===== config.mk =====
export PLATFORM = sky130hd
export DESIGN_NAME = controlUnit
export DESIGN_NICKNAME = d
export VERILOG_FILES = /design/src/verilog/controlPkg.sv /design/src/verilog/instrDecoder.sv /design/src/verilog/controlFsm.sv /design/src/verilog/controlWordGen.sv /design/src/verilog/controlUnit.sv
export SDC_FILE = /design/constraint.sdc
export NUM_CORES = 1
export LEC_CHECK = 0
export BUFFER_PORTS_ARGS = -buffer_cell sky130_fd_sc_hd__buf_4
export CORE_MARGIN = 2
export CORE_UTILIZATION = 52
export CTS_BUF_LIST = sky130_fd_sc_hd__clkbuf_16
export DETAILED_ROUTE_END_ITERATION = 12
export PLACE_DENSITY_LB_ADDON = 0.15
export RECOVER_POWER = 100
export SYNTH_ARGS = -nofsm -noshare
export SYNTH_HDL_FRONTEND = slang
export SYNTH_SLANG_ARGS = --single-unit

===== constraint.sdc =====
create_clock -name clk -period 3.4 [get_ports clk]
set_input_delay 0.34 -clock clk [delete_from_list [all_inputs] [get_ports clk]]
set_output_delay 0.34 -clock clk [all_outputs]
set_load 0.01 [all_outputs]

===== src/verilog/controlPkg.sv =====
`default_nettype none

package controlPkg;

  // Instruction fields
  typedef logic [5:0] opcodeT;
  typedef logic [5:0] functT;

  // Datapath select widths
  typedef logic [2:0] aluOpT;
  typedef logic [1:0] aluSrcBT;
  typedef logic [2:0] regDstT;
  typedef logic [3:0] memToRegT;
  typedef logic [2:0] iOrDT;
  typedef logic [1:0] pcSourceT;

  // ALU operations
  localparam aluOpT aluPass = 3'b000;
  localparam aluOpT aluAdd  = 3'b001;
  localparam aluOpT aluSub  = 3'b010;
  localparam aluOpT aluAnd  = 3'b011;
  localparam aluOpT aluSlt  = 3'b111;

  localparam aluSrcBT srcBReg  = 2'b00;
  localparam aluSrcBT srcBFour = 2'b01;
  localparam aluSrcBT srcBImm  = 2'b10;

  localparam regDstT dstRt = 3'b000;
  localparam regDstT dstRd = 3'b001;
  localparam regDstT dstRa = 3'b010;

  // Write-back source, 1010 picks the ALU less-than flag
  localparam memToRegT wbAluOut   = 4'b0000;
  localparam memToRegT wbLessThan = 4'b1010;

  localparam iOrDT addrZero   = 3'b000;
  localparam iOrDT addrPc     = 3'b011;
  localparam iOrDT addrAluOut = 3'b100;

  localparam pcSourceT pcAlu    = 2'b00;
  localparam pcSourceT pcJump   = 2'b01;
  localparam pcSourceT pcVector = 2'b10;
  localparam pcSourceT pcEpc    = 2'b11;

  // Opcodes
  localparam opcodeT opcodeRType = 6'b000000;
  localparam opcodeT opcodeAddiu = 6'b001001;
  localparam opcodeT opcodeSlti  = 6'b001010;
  localparam opcodeT opcodeSw    = 6'b101011;
  localparam opcodeT opcodeJal   = 6'b000011;

  // R-type functs
  localparam functT functAdd   = 6'b100000;
  localparam functT functSub   = 6'b100010;
  localparam functT functAnd   = 6'b100100;
  localparam functT functSlt   = 6'b101010;
  localparam functT functJr    = 6'b001000;
  localparam functT functBreak = 6'b001101;
  localparam functT functRte   = 6'b010011;

  // Memory latency seen by fetch
  localparam int fetchWaitDefault = 2;

  typedef enum logic [3:0] {
    kindAdd, kindSub, kindAnd, kindSlt, kindJr, kindBreak, kindRte,
    kindAddiu, kindSlti, kindSw, kindJal, kindInvalid
  } instrKindT;

  // Execute states sit after stDecode, stException last
  typedef enum logic [4:0] {
    stReset,
    stFetchWait, stFetchPc, stFetchIr,
    stDecode,
    stAdd, stSub, stAnd, stSlt, stJr, stBreak, stRte,
    stAddiu, stSlti, stSw, stJal,
    stException
  } ctrlStateT;

endpackage

`default_nettype wire


===== src/verilog/instrDecoder.sv =====
`default_nettype none

module instrDecoder (
  input  wire controlPkg::opcodeT opcode,
  input  wire controlPkg::functT  funct,
  output controlPkg::instrKindT   instrKind
);

  import controlPkg::*;

  instrKindT rKind;

  // Funct decode, only meaningful under the R-type opcode
  always_comb begin
    case (funct)
      functAdd: begin
        rKind = kindAdd;
      end
      functSub: begin
        rKind = kindSub;
      end
      functAnd: begin
        rKind = kindAnd;
      end
      functSlt: begin
        rKind = kindSlt;
      end
      functJr: begin
        rKind = kindJr;
      end
      functBreak: begin
        rKind = kindBreak;
      end
      functRte: begin
        rKind = kindRte;
      end
      default: begin
        rKind = kindInvalid;
      end
    endcase
  end

  always_comb begin
    case (opcode)
      opcodeRType: begin
        instrKind = rKind;
      end
      opcodeAddiu: begin
        instrKind = kindAddiu;
      end
      opcodeSlti: begin
        instrKind = kindSlti;
      end
      opcodeSw: begin
        instrKind = kindSw;
      end
      opcodeJal: begin
        instrKind = kindJal;
      end
      default: begin
        instrKind = kindInvalid;
      end
    endcase
  end

endmodule

`default_nettype wire


===== src/verilog/controlFsm.sv =====
`default_nettype none

module controlFsm #(
  parameter int FetchWait = controlPkg::fetchWaitDefault
) (
  input  wire                     clk,
  input  wire                     reset,
  input  wire controlPkg::instrKindT instrKind,
  output controlPkg::ctrlStateT   state
);

  import controlPkg::*;

  localparam int countWidth = (FetchWait > 1) ? $clog2(FetchWait) : 1;
  localparam logic [countWidth-1:0] lastCount = countWidth'(FetchWait - 1);

  ctrlStateT             nextState;
  logic [countWidth-1:0] fetchCount;
  // Set while reset is high, keeps stReset one extra cycle
  logic                  resetHold;

  always_comb begin
    nextState = state;
    case (state)
      stReset: begin
        nextState = resetHold ? stReset : stFetchWait;
      end
      stFetchWait: begin
        if (fetchCount == lastCount) begin
          nextState = stFetchPc;
        end
      end
      stFetchPc: begin
        nextState = stFetchIr;
      end
      stFetchIr: begin
        nextState = stDecode;
      end
      stDecode: begin
        case (instrKind)
          kindAdd:   nextState = stAdd;
          kindSub:   nextState = stSub;
          kindAnd:   nextState = stAnd;
          kindSlt:   nextState = stSlt;
          kindJr:    nextState = stJr;
          kindBreak: nextState = stBreak;
          kindRte:   nextState = stRte;
          kindAddiu: nextState = stAddiu;
          kindSlti:  nextState = stSlti;
          kindSw:    nextState = stSw;
          kindJal:   nextState = stJal;
          default:   nextState = stException;
        endcase
      end
      // Execute states and the trap all take one cycle
      default: begin
        nextState = stFetchWait;
      end
    endcase
  end

  always_ff @(posedge clk) begin
    if (reset) begin
      state      <= stReset;
      resetHold  <= 1'b1;
      fetchCount <= '0;
    end else begin
      state     <= nextState;
      resetHold <= 1'b0;
      if (state == stFetchWait && fetchCount != lastCount) begin
        fetchCount <= fetchCount + 1'b1;
      end else begin
        fetchCount <= '0;
      end
    end
  end

  stateLegal: assert property (@(posedge clk) disable iff (reset)
    state inside {[stReset:stException]})
    else $error("FSM state %0d outside the state set", state);

  // A new fetch only follows reset or a finished instruction
  fetchEntry: assert property (@(posedge clk) disable iff (reset)
    (state == stFetchWait && $past(state) != stFetchWait)
      |-> $past(state) inside {stReset, [stAdd:stException]})
    else $error("stFetchWait entered from state %0d", $past(state));

endmodule

`default_nettype wire


===== src/verilog/controlWordGen.sv =====
`default_nettype none

module controlWordGen (
  input  wire controlPkg::ctrlStateT state,
  output logic                   pcWrite,
  output logic                   aWrite,
  output logic                   bWrite,
  output logic                   epcWrite,
  output logic                   irWrite,
  output logic                   regWrite,
  output logic                   memWrite,
  output logic                   aluSrcA,
  output logic                   resetOut,
  output controlPkg::aluOpT      aluOp,
  output controlPkg::aluSrcBT    aluSrcB,
  output controlPkg::regDstT     regDst,
  output controlPkg::memToRegT   memToReg,
  output controlPkg::iOrDT       iOrD,
  output controlPkg::pcSourceT   pcSource
);

  import controlPkg::*;

  always_comb begin
    pcWrite  = 1'b0;
    aWrite   = 1'b0;
    bWrite   = 1'b0;
    epcWrite = 1'b0;
    irWrite  = 1'b0;
    regWrite = 1'b0;
    memWrite = 1'b0;
    aluSrcA  = 1'b0;
    resetOut = 1'b0;
    aluOp    = aluPass;
    aluSrcB  = srcBReg;
    regDst   = dstRt;
    memToReg = wbAluOut;
    iOrD     = addrZero;
    pcSource = pcAlu;

    case (state)
      stReset: begin
        resetOut = 1'b1;
      end
      stFetchWait: begin
        iOrD = addrPc;
      end
      // PC + 4 while the instruction word settles
      stFetchPc: begin
        pcWrite = 1'b1;
        aluOp   = aluAdd;
        aluSrcB = srcBFour;
      end
      stFetchIr: begin
        irWrite = 1'b1;
      end
      stDecode: begin
        aWrite = 1'b1;
        bWrite = 1'b1;
      end
      stAdd, stSub, stAnd, stSlt: begin
        regWrite = 1'b1;
        aluSrcA  = 1'b1;
        aluSrcB  = srcBReg;
        regDst   = dstRd;
        case (state)
          stAdd:   aluOp = aluAdd;
          stSub:   aluOp = aluSub;
          stAnd:   aluOp = aluAnd;
          default: aluOp = aluSlt;
        endcase
        memToReg = (state == stSlt) ? wbLessThan : wbAluOut;
      end
      stAddiu, stSlti: begin
        regWrite = 1'b1;
        aluSrcA  = 1'b1;
        aluSrcB  = srcBImm;
        regDst   = dstRt;
        aluOp    = (state == stSlti) ? aluSlt : aluAdd;
        memToReg = (state == stSlti) ? wbLessThan : wbAluOut;
      end
      stSw: begin
        memWrite = 1'b1;
        aluOp    = aluAdd;
        aluSrcA  = 1'b1;
        aluSrcB  = srcBImm;
        iOrD     = addrAluOut;
      end
      // Register A passes straight to the PC
      stJr: begin
        pcWrite  = 1'b1;
        aluOp    = aluPass;
        aluSrcA  = 1'b1;
        pcSource = pcAlu;
      end
      stJal: begin
        pcWrite  = 1'b1;
        regWrite = 1'b1;
        regDst   = dstRa;
        pcSource = pcJump;
      end
      // Undo the fetch increment
      stBreak: begin
        pcWrite  = 1'b1;
        aluOp    = aluSub;
        aluSrcB  = srcBFour;
        pcSource = pcAlu;
      end
      stRte: begin
        pcWrite  = 1'b1;
        pcSource = pcEpc;
      end
      stException: begin
        epcWrite = 1'b1;
        pcWrite  = 1'b1;
        pcSource = pcVector;
      end
      default: begin
        resetOut = 1'b0;
      end
    endcase
  end

  always_comb begin
    assert final (!(regWrite && memWrite))
      else $error("regWrite and memWrite both high in state %0d", state);
    assert final (!(irWrite && pcWrite))
      else $error("irWrite and pcWrite both high in state %0d", state);
  end

endmodule

`default_nettype wire


===== src/verilog/controlUnit.sv =====
`default_nettype none

module controlUnit #(
  parameter int FetchWait = controlPkg::fetchWaitDefault
) (
  input  wire                        clk,
  input  wire                        reset,
  input  wire controlPkg::opcodeT    opcode,
  input  wire controlPkg::functT     funct,
  output wire                        pcWrite,
  output wire                        aWrite,
  output wire                        bWrite,
  output wire                        epcWrite,
  output wire                        irWrite,
  output wire                        regWrite,
  output wire                        memWrite,
  output wire                        aluSrcA,
  output wire                        resetOut,
  output wire controlPkg::aluOpT     aluOp,
  output wire controlPkg::aluSrcBT   aluSrcB,
  output wire controlPkg::regDstT    regDst,
  output wire controlPkg::memToRegT  memToReg,
  output wire controlPkg::iOrDT      iOrD,
  output wire controlPkg::pcSourceT  pcSource
);

  import controlPkg::*;

  instrKindT instrKind;
  ctrlStateT state;

  instrDecoder u_instrDecoder (
    .opcode    (opcode),
    .funct     (funct),
    .instrKind (instrKind)
  );

  controlFsm #(
    .FetchWait (FetchWait)
  ) u_controlFsm (
    .clk       (clk),
    .reset     (reset),
    .instrKind (instrKind),
    .state     (state)
  );

  // All datapath controls come from the current state only
  controlWordGen u_controlWordGen (
    .state    (state),
    .pcWrite  (pcWrite),
    .aWrite   (aWrite),
    .bWrite   (bWrite),
    .epcWrite (epcWrite),
    .irWrite  (irWrite),
    .regWrite (regWrite),
    .memWrite (memWrite),
    .aluSrcA  (aluSrcA),
    .resetOut (resetOut),
    .aluOp    (aluOp),
    .aluSrcB  (aluSrcB),
    .regDst   (regDst),
    .memToReg (memToReg),
    .iOrD     (iOrD),
    .pcSource (pcSource)
  );

endmodule

`default_nettype wire


## Word-level counts from Yosys, hierarchy flattened

Memory sizes are Yosys's and may differ from the RTL's.
Cells that the tools add are included.

| word-level totals | value |
|---|---|
| bits in registers | 7 |
| bits in read-only memories | 80 |
| memories | 1 |

| operators by class | value |
|---|---|
| multiplexer cells | 24 |
| reductions and logical operators | 12 |
| add/subtract/negate cells | 1 |
| equality and inequality tests | 28 |
| bitwise operators | 2 |

Memory list:

| name | depth | width | read ports | clocked after memory_dff | write ports | line | RTL |
|---|---|---|---|---|---|---|---|
| (name not given) | 16 | 5 | 1 | 0 | 0 | controlFsm.sv:40 | `case (instrKind)` |

Operator list:

| operator | count |
|---|---|
| equality test 5 x 4 -> 1 bit (second input constant) | 8 |
| equality test 6 bit (second input constant) | 5 |
| case mux 4 bit (7 select lines) | 1 |
| case mux 5 bit (5 select lines) | 1 |
| equality test 6 x 4 -> 1 bit (second input constant) | 4 |
| equality test 5 x 3 -> 1 bit (second input constant) | 4 |
| case mux 4 bit (5 select lines) | 1 |
| case mux 3 bit (4 select lines) | 1 |
| equality test 5 x 2 -> 1 bit (second input constant) | 2 |
| two-way mux 1 bit | 10 |
| case mux 3 bit (3 select lines) | 1 |
| two-way mux 4 bit | 2 |
| case mux 2 bit (2 select lines) | 2 |
| case mux 4 bit (2 select lines) | 1 |
| OR reduction 2 bit | 4 |
| OR reduction 8 bit | 1 |
| OR reduction 7 bit | 1 |
| equality test 6 x 2 -> 1 bit (second input constant) | 1 |
| equality test 6 x 5 -> 1 bit (second input constant) | 1 |
| logical NOT 6 bit | 1 |
| case mux 2 bit (3 select lines) | 1 |
| case mux 3 bit (2 select lines) | 1 |
| OR reduction 6 bit | 1 |
| equality test 5 x 1 -> 1 bit (second input constant) | 1 |
| other kinds (10) | 11 |

## Logic depth before layout (Yosys ltp)

Gate-level depths: netlist (run 1).
An unclocked memory read counts as a cell.

| logic depth | value |
|---|---|
| word-level depth | 5 |
| mapped depth | 10 |

## By module

Synthesis (run 1) repeated with hierarchy kept, for this count alone.

| second synthesis, totals | value |
|---|---|
| cell total of the unflattened synthesis | 139 |
| area, all modules | 991.0 um^2 |

By module, submodules not included:

| module | cells an instance | area each (um^2) | times used | seq. area each (um^2) |
|---|---|---|---|---|
| controlWordGen | 61 | 394.1 | 1 | 0.0 |
| controlFsm | 40 | 345.3 | 1 | 140.1 |
| instrDecoder | 38 | 251.5 | 1 | 0.0 |

## Worst setup path before layout (run 1)

No wires, ideal clock.

| path | value |
|---|---|
| kind | input port to flip-flop |
| from | input port funct[0] |
| to | register u_controlFsm.state[3] |
| buffers on the path | 0 |
| arrival | 2.030 ns |
| path slack | 1.251 ns |
| library setup time | 0.120 ns |
| cell stages on the path | 10 |
| cell sequence | nor2b_2 -> nand3_1 -> a2111oi_2 -> o21ai_1 -> a211o_1 -> ha_1 -> inv_1 -> nor4_1 -> o21a_1 -> o31a_1 |

| between the ends | value |
|---|---|
| word-level cells in the longest chain between the ends | 5 |

RTL lines:

| element | line | RTL |
|---|---|---|
| start, declared | controlUnit.sv:9 | `input wire controlPkg::functT funct,` |
| equality test 6 x 5 -> 1 bit (tied with other cells) | instrDecoder.sv:15 | `case (funct)` |
| case mux 4 bit (7 select lines) (*) | instrDecoder.sv:15 |  |
| case mux 4 bit (5 select lines) (*) | instrDecoder.sv:44 | `case (opcode)` |
| memory read (16 x 5 bit) (*) | -- |  |
| case mux 5 bit (5 select lines) (*) | controlFsm.sv:24 | `case (state)` |
| end signal, assigned | controlFsm.sv:64 | `state <= stReset;` |
| end signal, assigned | controlFsm.sv:68 | `state <= nextState;` |
| end, declared | controlFsm.sv:9 | `output controlPkg::ctrlStateT state` |

Every way passes the cells marked *; elsewhere a longest branch is shown, timed or not.
A chain may end at the register's enable or synchronous reset.

## Worst setup path in the final report (run 1)

| path | value |
|---|---|
| from | input port funct[3] |
| to | register u_controlFsm.state[3] |

Same word-level chain as after synthesis.

==> flow_summary.ini, run 1 <==
[status]
status = completed

[logic_synthesis]
yosysMostFrequentCell = nor2_1
ys.warnings.count = 0
synth-seq-area-share_pct = 13.6
syn_area_per_cell_um2 = 7.13
yosys-top-cells-area = dfxtp_1 14%, a21oi_1 4.4%, buf_4 4.4%, nor2_1 4.4%, nand2_1 3.7%
ys_ff_latch = 7
yosys.area.top_type = dfxtp_1
ys_top_cells_by_count = 12 x nor2_1, 10 x nand2_1, 9 x a21oi_1
synth_top_area_share_pct = 13.6
synth_cell_types = 51
synth_edf_count = 0
synth_ff_type = dfxtp_1
synth_area_mm2 = 0.00103
async_flop_share_pct = 0
synth_cells = 144

[grt]
antenna_found_initial = 0
grt_pass1_vias = 968
grt_max_degree = 23
grt_pass1_wl_mm = 4.17
grt_overflow = 0
track_usage_pct = 21.2

[finish]
diodes = 0
seq_area_um2 = 140
multi_input_area_um2 = 762
nets = 186
area_delta_synth_final_pct = 18.5
drive_above_1_share_pct = 13.6
nFillCells = 186
fin_area_mm2 = 0.00122

[clocking]
numCtsBuffers = 3
clk_path_buf_depth = 2
postCtsResizedCells = 0
clk_pin_slew_ps = 40
cts_root_buffer = clkbuf_16
clock_latency_ps = 230
cts-hold-fix-buffers = 0
cts_sinks = 7
htree_levels = 1
cts_setup_buffers = 0
cts_tree = built

[route]
route.detailed.wl_per_inst_um = 13.3
dr.pass1.iters = 4
viasPerCell = 5.69
antenna_left = 0
first_iter_violations = 18
wl_mm = 2.61
vias = 1116
drc = 0

[power]
clockPowerShare_pct = 34.1
power.leakage_nw = 0.439
internal_power_uw = 351
ir_worst_vdd_v = 0.000341
p_sw_share_pct = 38.6
power.switching_uw = 220
seq_power_share_pct = 26.0
power.density_mw_per_mm2 = 469
combPwrFrac_pct = 39.9

[die]
die-area_mm2 = 0.00235
num_rows = 16
start_util_pct = 54.0
coreArea_mm2 = 0.00190
die_x_um = 48.4
io-pin-count = 40
dieHeight_um = 48.4

[sta]
rsz0062_at_grt = false
final_max_slew_viol_count = 0
worstMarginPinSlew_ps = 659
finalHoldViolations = 0
fin_crit_sh_pct = 68.4
setup_viol = 0
maxSlewHeadroom_pct = 56.0
fmax_ghz = 0.430
period_minus_slack_ps = 2330
finClkSkew_ps = 2.59
tns_ps = 0

[place]
gp_congestion = 0.775
portBuffers = 36
placed_area_mm2 = 0.00125
hpwl_mm = 1.91

[critical_path]
critPathLaunchType = primary input
cp_max_fo = 6
reg2regPathDepth = 4
cp-end-kind = flop
worstPathArrival_ps = 2440
r2r_slack_ps = 1570
worstPathRequired_ps = 3510
critPathKind = primary input to flop
worstReg2RegStart = u_controlFsm.state[2]$_SDFFE_PP0P_
regToRegEndpoint = u_controlFsm.state[4]$_SDFFE_PP0P_

[hold_path]
hold_path_end = u_controlFsm.resetHold$_DFF_P_
hp-start = reset
hold-path-cell-count = 1
hold_class = primary input to flop

[flow_run]
drv_cap = 0
[through the flow]
step                      hold slack (ps)  cells  power, mW  setup slack (ps)  utilization [%]
after floorplan                       368    146      0.330              1250                -
after CTS                             276    196      0.605              1190             69.7
final                                 359    196      0.571              1070             64.0
after global routing                  370    196      0.609               872             64.0
after detailed placement              415    192      0.409               971             65.5
after global placement                416    192      0.401              1040             65.5
[power by group through the flow]
stage | sequential, mW | clock [mW] | combinational, mW
after floorplan | 0.102 | 0 | 0.228
after global placement | 0.147 | 0 | 0.254
after detailed placement | 0.148 | 0 | 0.261
after CTS | 0.147 | 0.195 | 0.263
after global routing | 0.154 | 0.200 | 0.255
final | 0.149 | 0.195 | 0.228
[how the worst max path moves through the flow]
stage	from	cells after the start	endpoint	slack, ps
after floorplan	funct[0]	10	u_controlFsm.state[3]$_SDFFE_PP0P_	1250
after global placement	funct[1]	11	u_controlFsm.state[3]$_SDFFE_PP0P_	1040
after detailed placement	funct[1]	11	u_controlFsm.state[3]$_SDFFE_PP0P_	970
after CTS	funct[1]	11	u_controlFsm.state[3]$_SDFFE_PP0P_	1190
after global routing	funct[3]	11	u_controlFsm.state[3]$_SDFFE_PP0P_	870
final	funct[3]	11	u_controlFsm.state[3]$_SDFFE_PP0P_	1070
[routing by layer]
metal  wire, µm  global-route usage, %
met1       1140                   25.6
met2       1350                   40.7
met3        115                   3.09
met4          0                   2.38
met5          0                      0
[logic make-up (layout without fill, tap and decap cells)]
| kind of cell | count (synthesis) | in the layout | share of synthesized area, % |
|---|---|---|---|
| AND/OR/NAND/NOR | 71 | 71 | 43.1 |
| AO/OA/AOI/OAI | 38 | 38 | 27.5 |
| buffers and inverters | 23 | 46 | 11.2 |
| flip-flops | 7 | 7 | 13.6 |
| adder cells (fa/ha/maj) | 2 | 2 | 2.44 |
| XOR/XNOR | 2 | 2 | 1.71 |
| other | 1 | 3 | 0.365 |
[layout make-up]
class	count	area share, %
Sequential cell	7	11.5
Inverter	6	1.85
Clock buffer	3	6.17
Tap cell	27	2.77
Multi-Input combinational cell	116	62.6
Timing Repair Buffer	36	14.8
Clock inverter	1	0.308
[layout by cell type, fill, tap and decap left out, types with 2 or more instances in the layout]
master / n
nand2_1: 10
o21bai_1: 2
nand3b_1: 4
a31oi_1: 2
nor3_1: 7
o31a_1: 2
a311oi_1: 2
a21oi_1: 9
buf_4: 12
clkbuf_16: 3
nor2_1: 12
and2_1: 3
nor4_1: 4
dfxtp_1: 7
and3_1: 2
inv_1: 7
or3b_2: 2
nand3_1: 4
clkbuf_1: 24
a211oi_1: 2
nor3b_1: 4
o21ai_1: 2
nand2b_1: 2
o2111ai_1: 2
nor4b_1: 2
conb_1: 3
ha_1: 2
o21a_1: 2
o21ai_0: 6
nor2b_1: 3
[critical path, cell delays in order]
cell	delay, ps
clkbuf_1	120
nor4bb_1	480
nand2_1	100
a211oi_1	280
o21a_1	150
o21ai_0	120
ha_1	290
inv_1	70
nor4_1	40
o21a_1	170
o31a_1	270
[state kept, by name, indices dropped and copies added, names as in the netlist]
signal and cells:
u_controlFsm.state 5, u_controlFsm.fetchCount 1, u_controlFsm.resetHold 1
Power figures use the tool's default switching activity.
==> run 2: changes to the inputs <==
--- a/config.mk
+++ b/config.mk
@@ -7,7 +7,7 @@
 export LEC_CHECK = 0
 export BUFFER_PORTS_ARGS = -buffer_cell sky130_fd_sc_hd__buf_4
 export CORE_MARGIN = 2
-export CORE_UTILIZATION = 52
+export CORE_UTILIZATION = 49
 export CTS_BUF_LIST = sky130_fd_sc_hd__clkbuf_16
 export DETAILED_ROUTE_END_ITERATION = 12
 export PLACE_DENSITY_LB_ADDON = 0.15
==> constraint.sdc (replaced) <==
create_clock -name clk -period 2.4 [get_ports clk]
set_input_delay 0.24 -clock clk [delete_from_list [all_inputs] [get_ports clk]]
set_output_delay 0.24 -clock clk [all_outputs]
set_load 0.01 [all_outputs]
==> run 2 against run 1 <==
Compared with the run above:
- critical path depth is 7 lower
- wire length about the same
- hold slack worse by 96 ps
- die area grew 5.6%
- largest cell class unchanged
==> flow_summary.ini, run 2 (synthesized netlist as in run 1, its figures left out) <==
[status]
status = completed

[finish]
nets = 186
area_delta_synth_final_pct = 20.3
largest_register = u_controlFsm.state
largest_reg_flops = 5
seq_area_um2 = 140
drive_above_1_share_pct = 14.8
final_cell_mix = 23 x clkbuf_1, 13 x buf_4, 12 x nor2_1
biggestRegsByFlops = u_controlFsm.state (5), u_controlFsm.fetchCount (1), u_controlFsm.resetHold (1)
nFillCells = 190
multi_input_area_um2 = 777
layout_commonest_cell = clkbuf_1
diodes = 0
final_util_pct = 63.0

[route]
vias = 1134
wl_mm = 2.61
drc = 0
viasPerCell = 5.79
first_iter_violations = 31
antenna_left = 0
dr.pass1.iters = 4
route.detailed.wl_per_inst_um = 13.3

[clocking]
clock_latency_ps = 230
cts_root_buffer = clkbuf_16
clk_pin_slew_ps = 40
numCtsBuffers = 3
cts-hold-fix-buffers = 0
cts_sinks = 7
cts_setup_buffers = 0
htree_levels = 1
clk_path_buf_depth = 2
cts_tree = built
postCtsResizedCells = 0

[sta]
finClkSkew_ps = 0.476
worstMarginPinSlew_ps = 642
tns_ps = 0
setup_viol = 0
maxSlewHeadroom_pct = 57.2
period_minus_slack_ps = 2190
finalHoldViolations = 0
fmax_ghz = 0.458
fin_crit_sh_pct = 91.1
rsz0062_at_grt = false
final_max_slew_viol_count = 0

[critical_path]
crit_buf_inv = 1
worstPathRequired_ps = 2160
crit_chain = or2_0 > or3b_2 > a21oi_1 > clkbuf_1
critical_path.slowest_cell = dfxtp_1
worstPathArrival_ps = 1950
critPathLaunchType = flop
crit_family = simple AND/OR/NAND/NOR gates
cp-end-kind = primary output
max_stage_delay_ps = 500
cp_max_fo = 20
critPathKind = flop to primary output

[power]
ir_worst_vdd_v = 0.000422
internal_power_uw = 499
combPwrFrac_pct = 39.8
power.density_mw_per_mm2 = 654
seq_power_share_pct = 25.8
p_sw_share_pct = 38.3
clockPowerShare_pct = 34.4
power.leakage_nw = 0.452
power.switching_uw = 309

[die]
io-pin-count = 40
start_util_pct = 52.4
coreArea_mm2 = 0.00196
dieHeight_um = 49.8
die-area_mm2 = 0.00248
num_rows = 16
die_x_um = 49.8

[grt]
grt_max_degree = 23
grt_pass1_wl_mm = 4.40
track_usage_pct = 21.8
grt_pass1_vias = 1010
grt_overflow = 0
antenna_found_initial = 0

[hold_path]
hold_class = primary input to flop

[place]
hpwl_mm = 1.93
gp_congestion = 0.784
portBuffers = 36

[flow_run]
drv_cap = 0
## run 2: layout make-up
class,count,share of cell area (%)
Clock buffer,3,6.07
Tap cell,27,2.73
Timing Repair Buffer,36,14.9
Clock inverter,1,0.304
Multi-Input combinational cell,116,62.9
Sequential cell,7,11.3
Inverter,6,1.82
## run 2: path summary, 6_finish.rpt
kind                                                           end  slack [ps]  cells after the start                          startpoint
worst max-delay path                                     regDst[0]         210                      4  u_controlFsm.state[1]$_SDFFE_PP0P_
worst min-delay path                u_controlFsm.resetHold$_DFF_P_         260                      1                               reset
worst max register to register  u_controlFsm.state[4]$_SDFFE_PP0P_         540                      4  u_controlFsm.state[2]$_SDFFE_PP0P_
worst min register to register  u_controlFsm.fetchCount$_SDFF_PP0_         430                      1  u_controlFsm.fetchCount$_SDFF_PP0_
## run 2: power groups by stage
stage	clock network (mW)	registers, mW	logic, mW
after global placement	0	0.209	0.361
after global routing	0.287	0.218	0.360
after detailed placement	0	0.210	0.366
after floorplan	0	0.145	0.323
final	0.278	0.208	0.321
after CTS	0.277	0.209	0.369
## run 2: metrics by stage
stage          cells  cell area, µm²  power [mW]  hold WS, ps  setup slack, ps
3_5_place_dp     192            1250       0.577          407              112
5_1_grt          196            1240       0.865          264              122
4_1_cts          196            1330       0.855          174              314
2_1_floorplan    146            1030       0.467          268              351
6_report         196            1240       0.808          263              215
3_3_place_gp     192            1250       0.570          405              140
## run 2: routing by layer
metal  vias to the layer above  GRT usage, %  part of all wire (%)  routed length (µm)
li1                        573             -                     -                   -
met1                       523          26.7                    45                1190
met2                        36          39.3                    50                1300
met3                         2          3.94                   4.2                 109
met4                         0          4.63                  0.46                  12
met5                         -             0                     0                   0
## run 2: worst register-to-register path, delay by kind of cell (launching register included)
family | cells | cell delay (ps)
AND/OR/NAND/NOR | 3 | 890
flip-flops | 1 | 710
AO/OA/AOI/OAI | 1 | 200
==> run 3: changes to the inputs <==
==> constraint.sdc (replaced) <==
create_clock -name clk -period 2.07 [get_ports clk]
set_input_delay 0.207 -clock clk [delete_from_list [all_inputs] [get_ports clk]]
set_output_delay 0.207 -clock clk [all_outputs]
set_load 0.01 [all_outputs]
==> run 3 against run 2 <==
Compared with the run above:
- non-clock buffer count is 11 higher
- worst setup slack worse by 160 ps
- critical endpoint is now u_controlFsm.state[3]$_SDFFE_PP0P_
- die area unchanged
- clock power grew 17%
- largest cell class unchanged
==> flow_summary.ini, run 3 (synthesized netlist as in run 1, its figures left out) <==
[route]
dr.pass1.iters = 4
drc = 0
vias = 1182
viasPerCell = 5.71
antenna_left = 0
wl_mm = 2.59
first_iter_violations = 36
route.detailed.wl_per_inst_um = 12.5

[finish]
nets = 197
final_cell_mix = 27 x buf_4, 19 x clkbuf_1, 12 x nor2_1
multi_input_area_um2 = 815
diodes = 0
area_delta_synth_final_pct = 33.5
drive_above_1_share_pct = 25.6
fin_area_mm2 = 0.00137
nFillCells = 187
seq_area_um2 = 143
biggestRegsByFlops = u_controlFsm.state (5), u_controlFsm.fetchCount (1), u_controlFsm.resetHold (1)
final_util_pct = 69.9
largest_register = u_controlFsm.state
largest_reg_flops = 5
layout_commonest_cell = buf_4

[power]
ir_worst_vdd_v = 0.000555
finalPower_uw = 988
power.leakage_nw = 0.529
power.density_mw_per_mm2 = 720

[clocking]
clk_pin_slew_ps = 40
clk_path_buf_depth = 2
cts_sinks = 7
cts-hold-fix-buffers = 0
cts_root_buffer = clkbuf_16
htree_levels = 1
clock_latency_ps = 230
numCtsBuffers = 3
cts_tree = built

[critical_path]
crit_family = compound AO/OA/AOI/OAI gates
crit_chain = buf_4 > and2b_4 > o21ai_2 > a2111oi_4 > o21ai_1 > a211o_1 > ha_2 > inv_1 > nor4_1 > o21a_1 > o31a_1
regToRegEndpoint = u_controlFsm.state[4]$_SDFFE_PP0P_
reg2regPathDepth = 5
worstPathArrival_ps = 2130
worstPathRequired_ps = 2190
crit_buf_inv = 2
max_stage_delay_ps = 330
critical_path.slowest_cell = a2111oi_4
critPathKind = primary input to flop
critPathLaunchType = primary input
cp_max_fo = 6
r2r_slack_ps = 370
worstReg2RegStart = u_controlFsm.state[0]$_SDFFE_PP0P_
cp-end-kind = flop

[die]
num_rows = 16
coreArea_mm2 = 0.00196
die_x_um = 49.8
start_util_pct = 52.4
die-area_mm2 = 0.00248
io-pin-count = 40
dieHeight_um = 49.8

[grt]
track_usage_pct = 22.2
grt_max_degree = 23
grt_pass1_vias = 1027
grt_overflow = 0
antenna_found_initial = 0
grt_pass1_wl_mm = 4.31

[place]
gp_congestion = 0.829
placed_area_mm2 = 0.00133
portBuffers = 36
hpwl_mm = 1.94

[sta]
final_max_slew_viol_count = 0
period_minus_slack_ps = 2010
rsz0062_at_grt = true
holdWs_ps = 221
finalHoldViolations = 0
fmax_ghz = 0.497
setup_viol = 0
tns_ps = 0
fin_crit_sh_pct = 97.1
finClkSkew_ps = 2.41

[hold_path]
hold_path_end = u_controlFsm.resetHold$_DFF_P_
hp-start = reset
hold_class = primary input to flop
hold-path-cell-count = 1

[status]
status = completed

[flow_run]
drv_cap = 0
==> run 3: per-layer routing <==
| metal | global-route usage, % | wire [µm] |
|---|---|---|
| met5 | 0 | 0 |
| met4 | 8.33 | 25 |
| met3 | 4.55 | 114 |
| met2 | 40.7 | 1300 |
| met1 | 25.0 | 1150 |
==> run 3: metrics by stage <==
step | cells | setup slack [ps]
after floorplan | 146 | 53.6
after global placement | 203 | -152
after detailed placement | 203 | -193
after CTS | 207 | 47.9
after global routing | 207 | -50.6
final | 207 | 59.1
==> run 3: how the worst max path moves through the flow <==
stage                         from  cells past startpoint                                  to  slack, ps
after global placement    funct[1]                     11  u_controlFsm.state[3]$_SDFFE_PP0P_       -150
after global routing      funct[3]                     10  u_controlFsm.state[1]$_SDFFE_PP0P_        -50
final                     funct[3]                     11  u_controlFsm.state[3]$_SDFFE_PP0P_         60
after floorplan           funct[0]                     10  u_controlFsm.state[3]$_SDFFE_PP0P_         50
after detailed placement  funct[1]                     11  u_controlFsm.state[3]$_SDFFE_PP0P_       -190
after CTS                 funct[1]                     11  u_controlFsm.state[3]$_SDFFE_PP0P_         50
==> run 3: repair_timing <==
item,4_1_cts,5_1_grt
resized for setup,0,9
setup buffers,0,0
endpoints found under the setup margin,0,8
==> run 3: cell type report <==
cell class	count	area share (%)
Clock buffer	3	5.47
Clock inverter	1	0.274
Inverter	6	1.64
Multi-Input combinational cell	116	59.4
Sequential cell	7	10.4
Tap cell	27	2.46
Timing Repair Buffer	47	20.3
==> run 3: power by group <==
| group | total (mW) | switching (mW) | internal [mW] |
|---|---|---|---|
| Sequential | 0.202 | 0.0418 | 0.160 |
| Clock | 0.326 | 0.0745 | 0.251 |
| Combinational | 0.460 | 0.258 | 0.201 |
| Total | 0.988 | 0.375 | 0.613 |
==> run 3: worst reg2reg max path: cells and delay by family (launching register included) <==
kind            cells  cell delay [ps]
compound gates      1              180
flops               1              370
buf+inv             1              220
simple gates        3              880
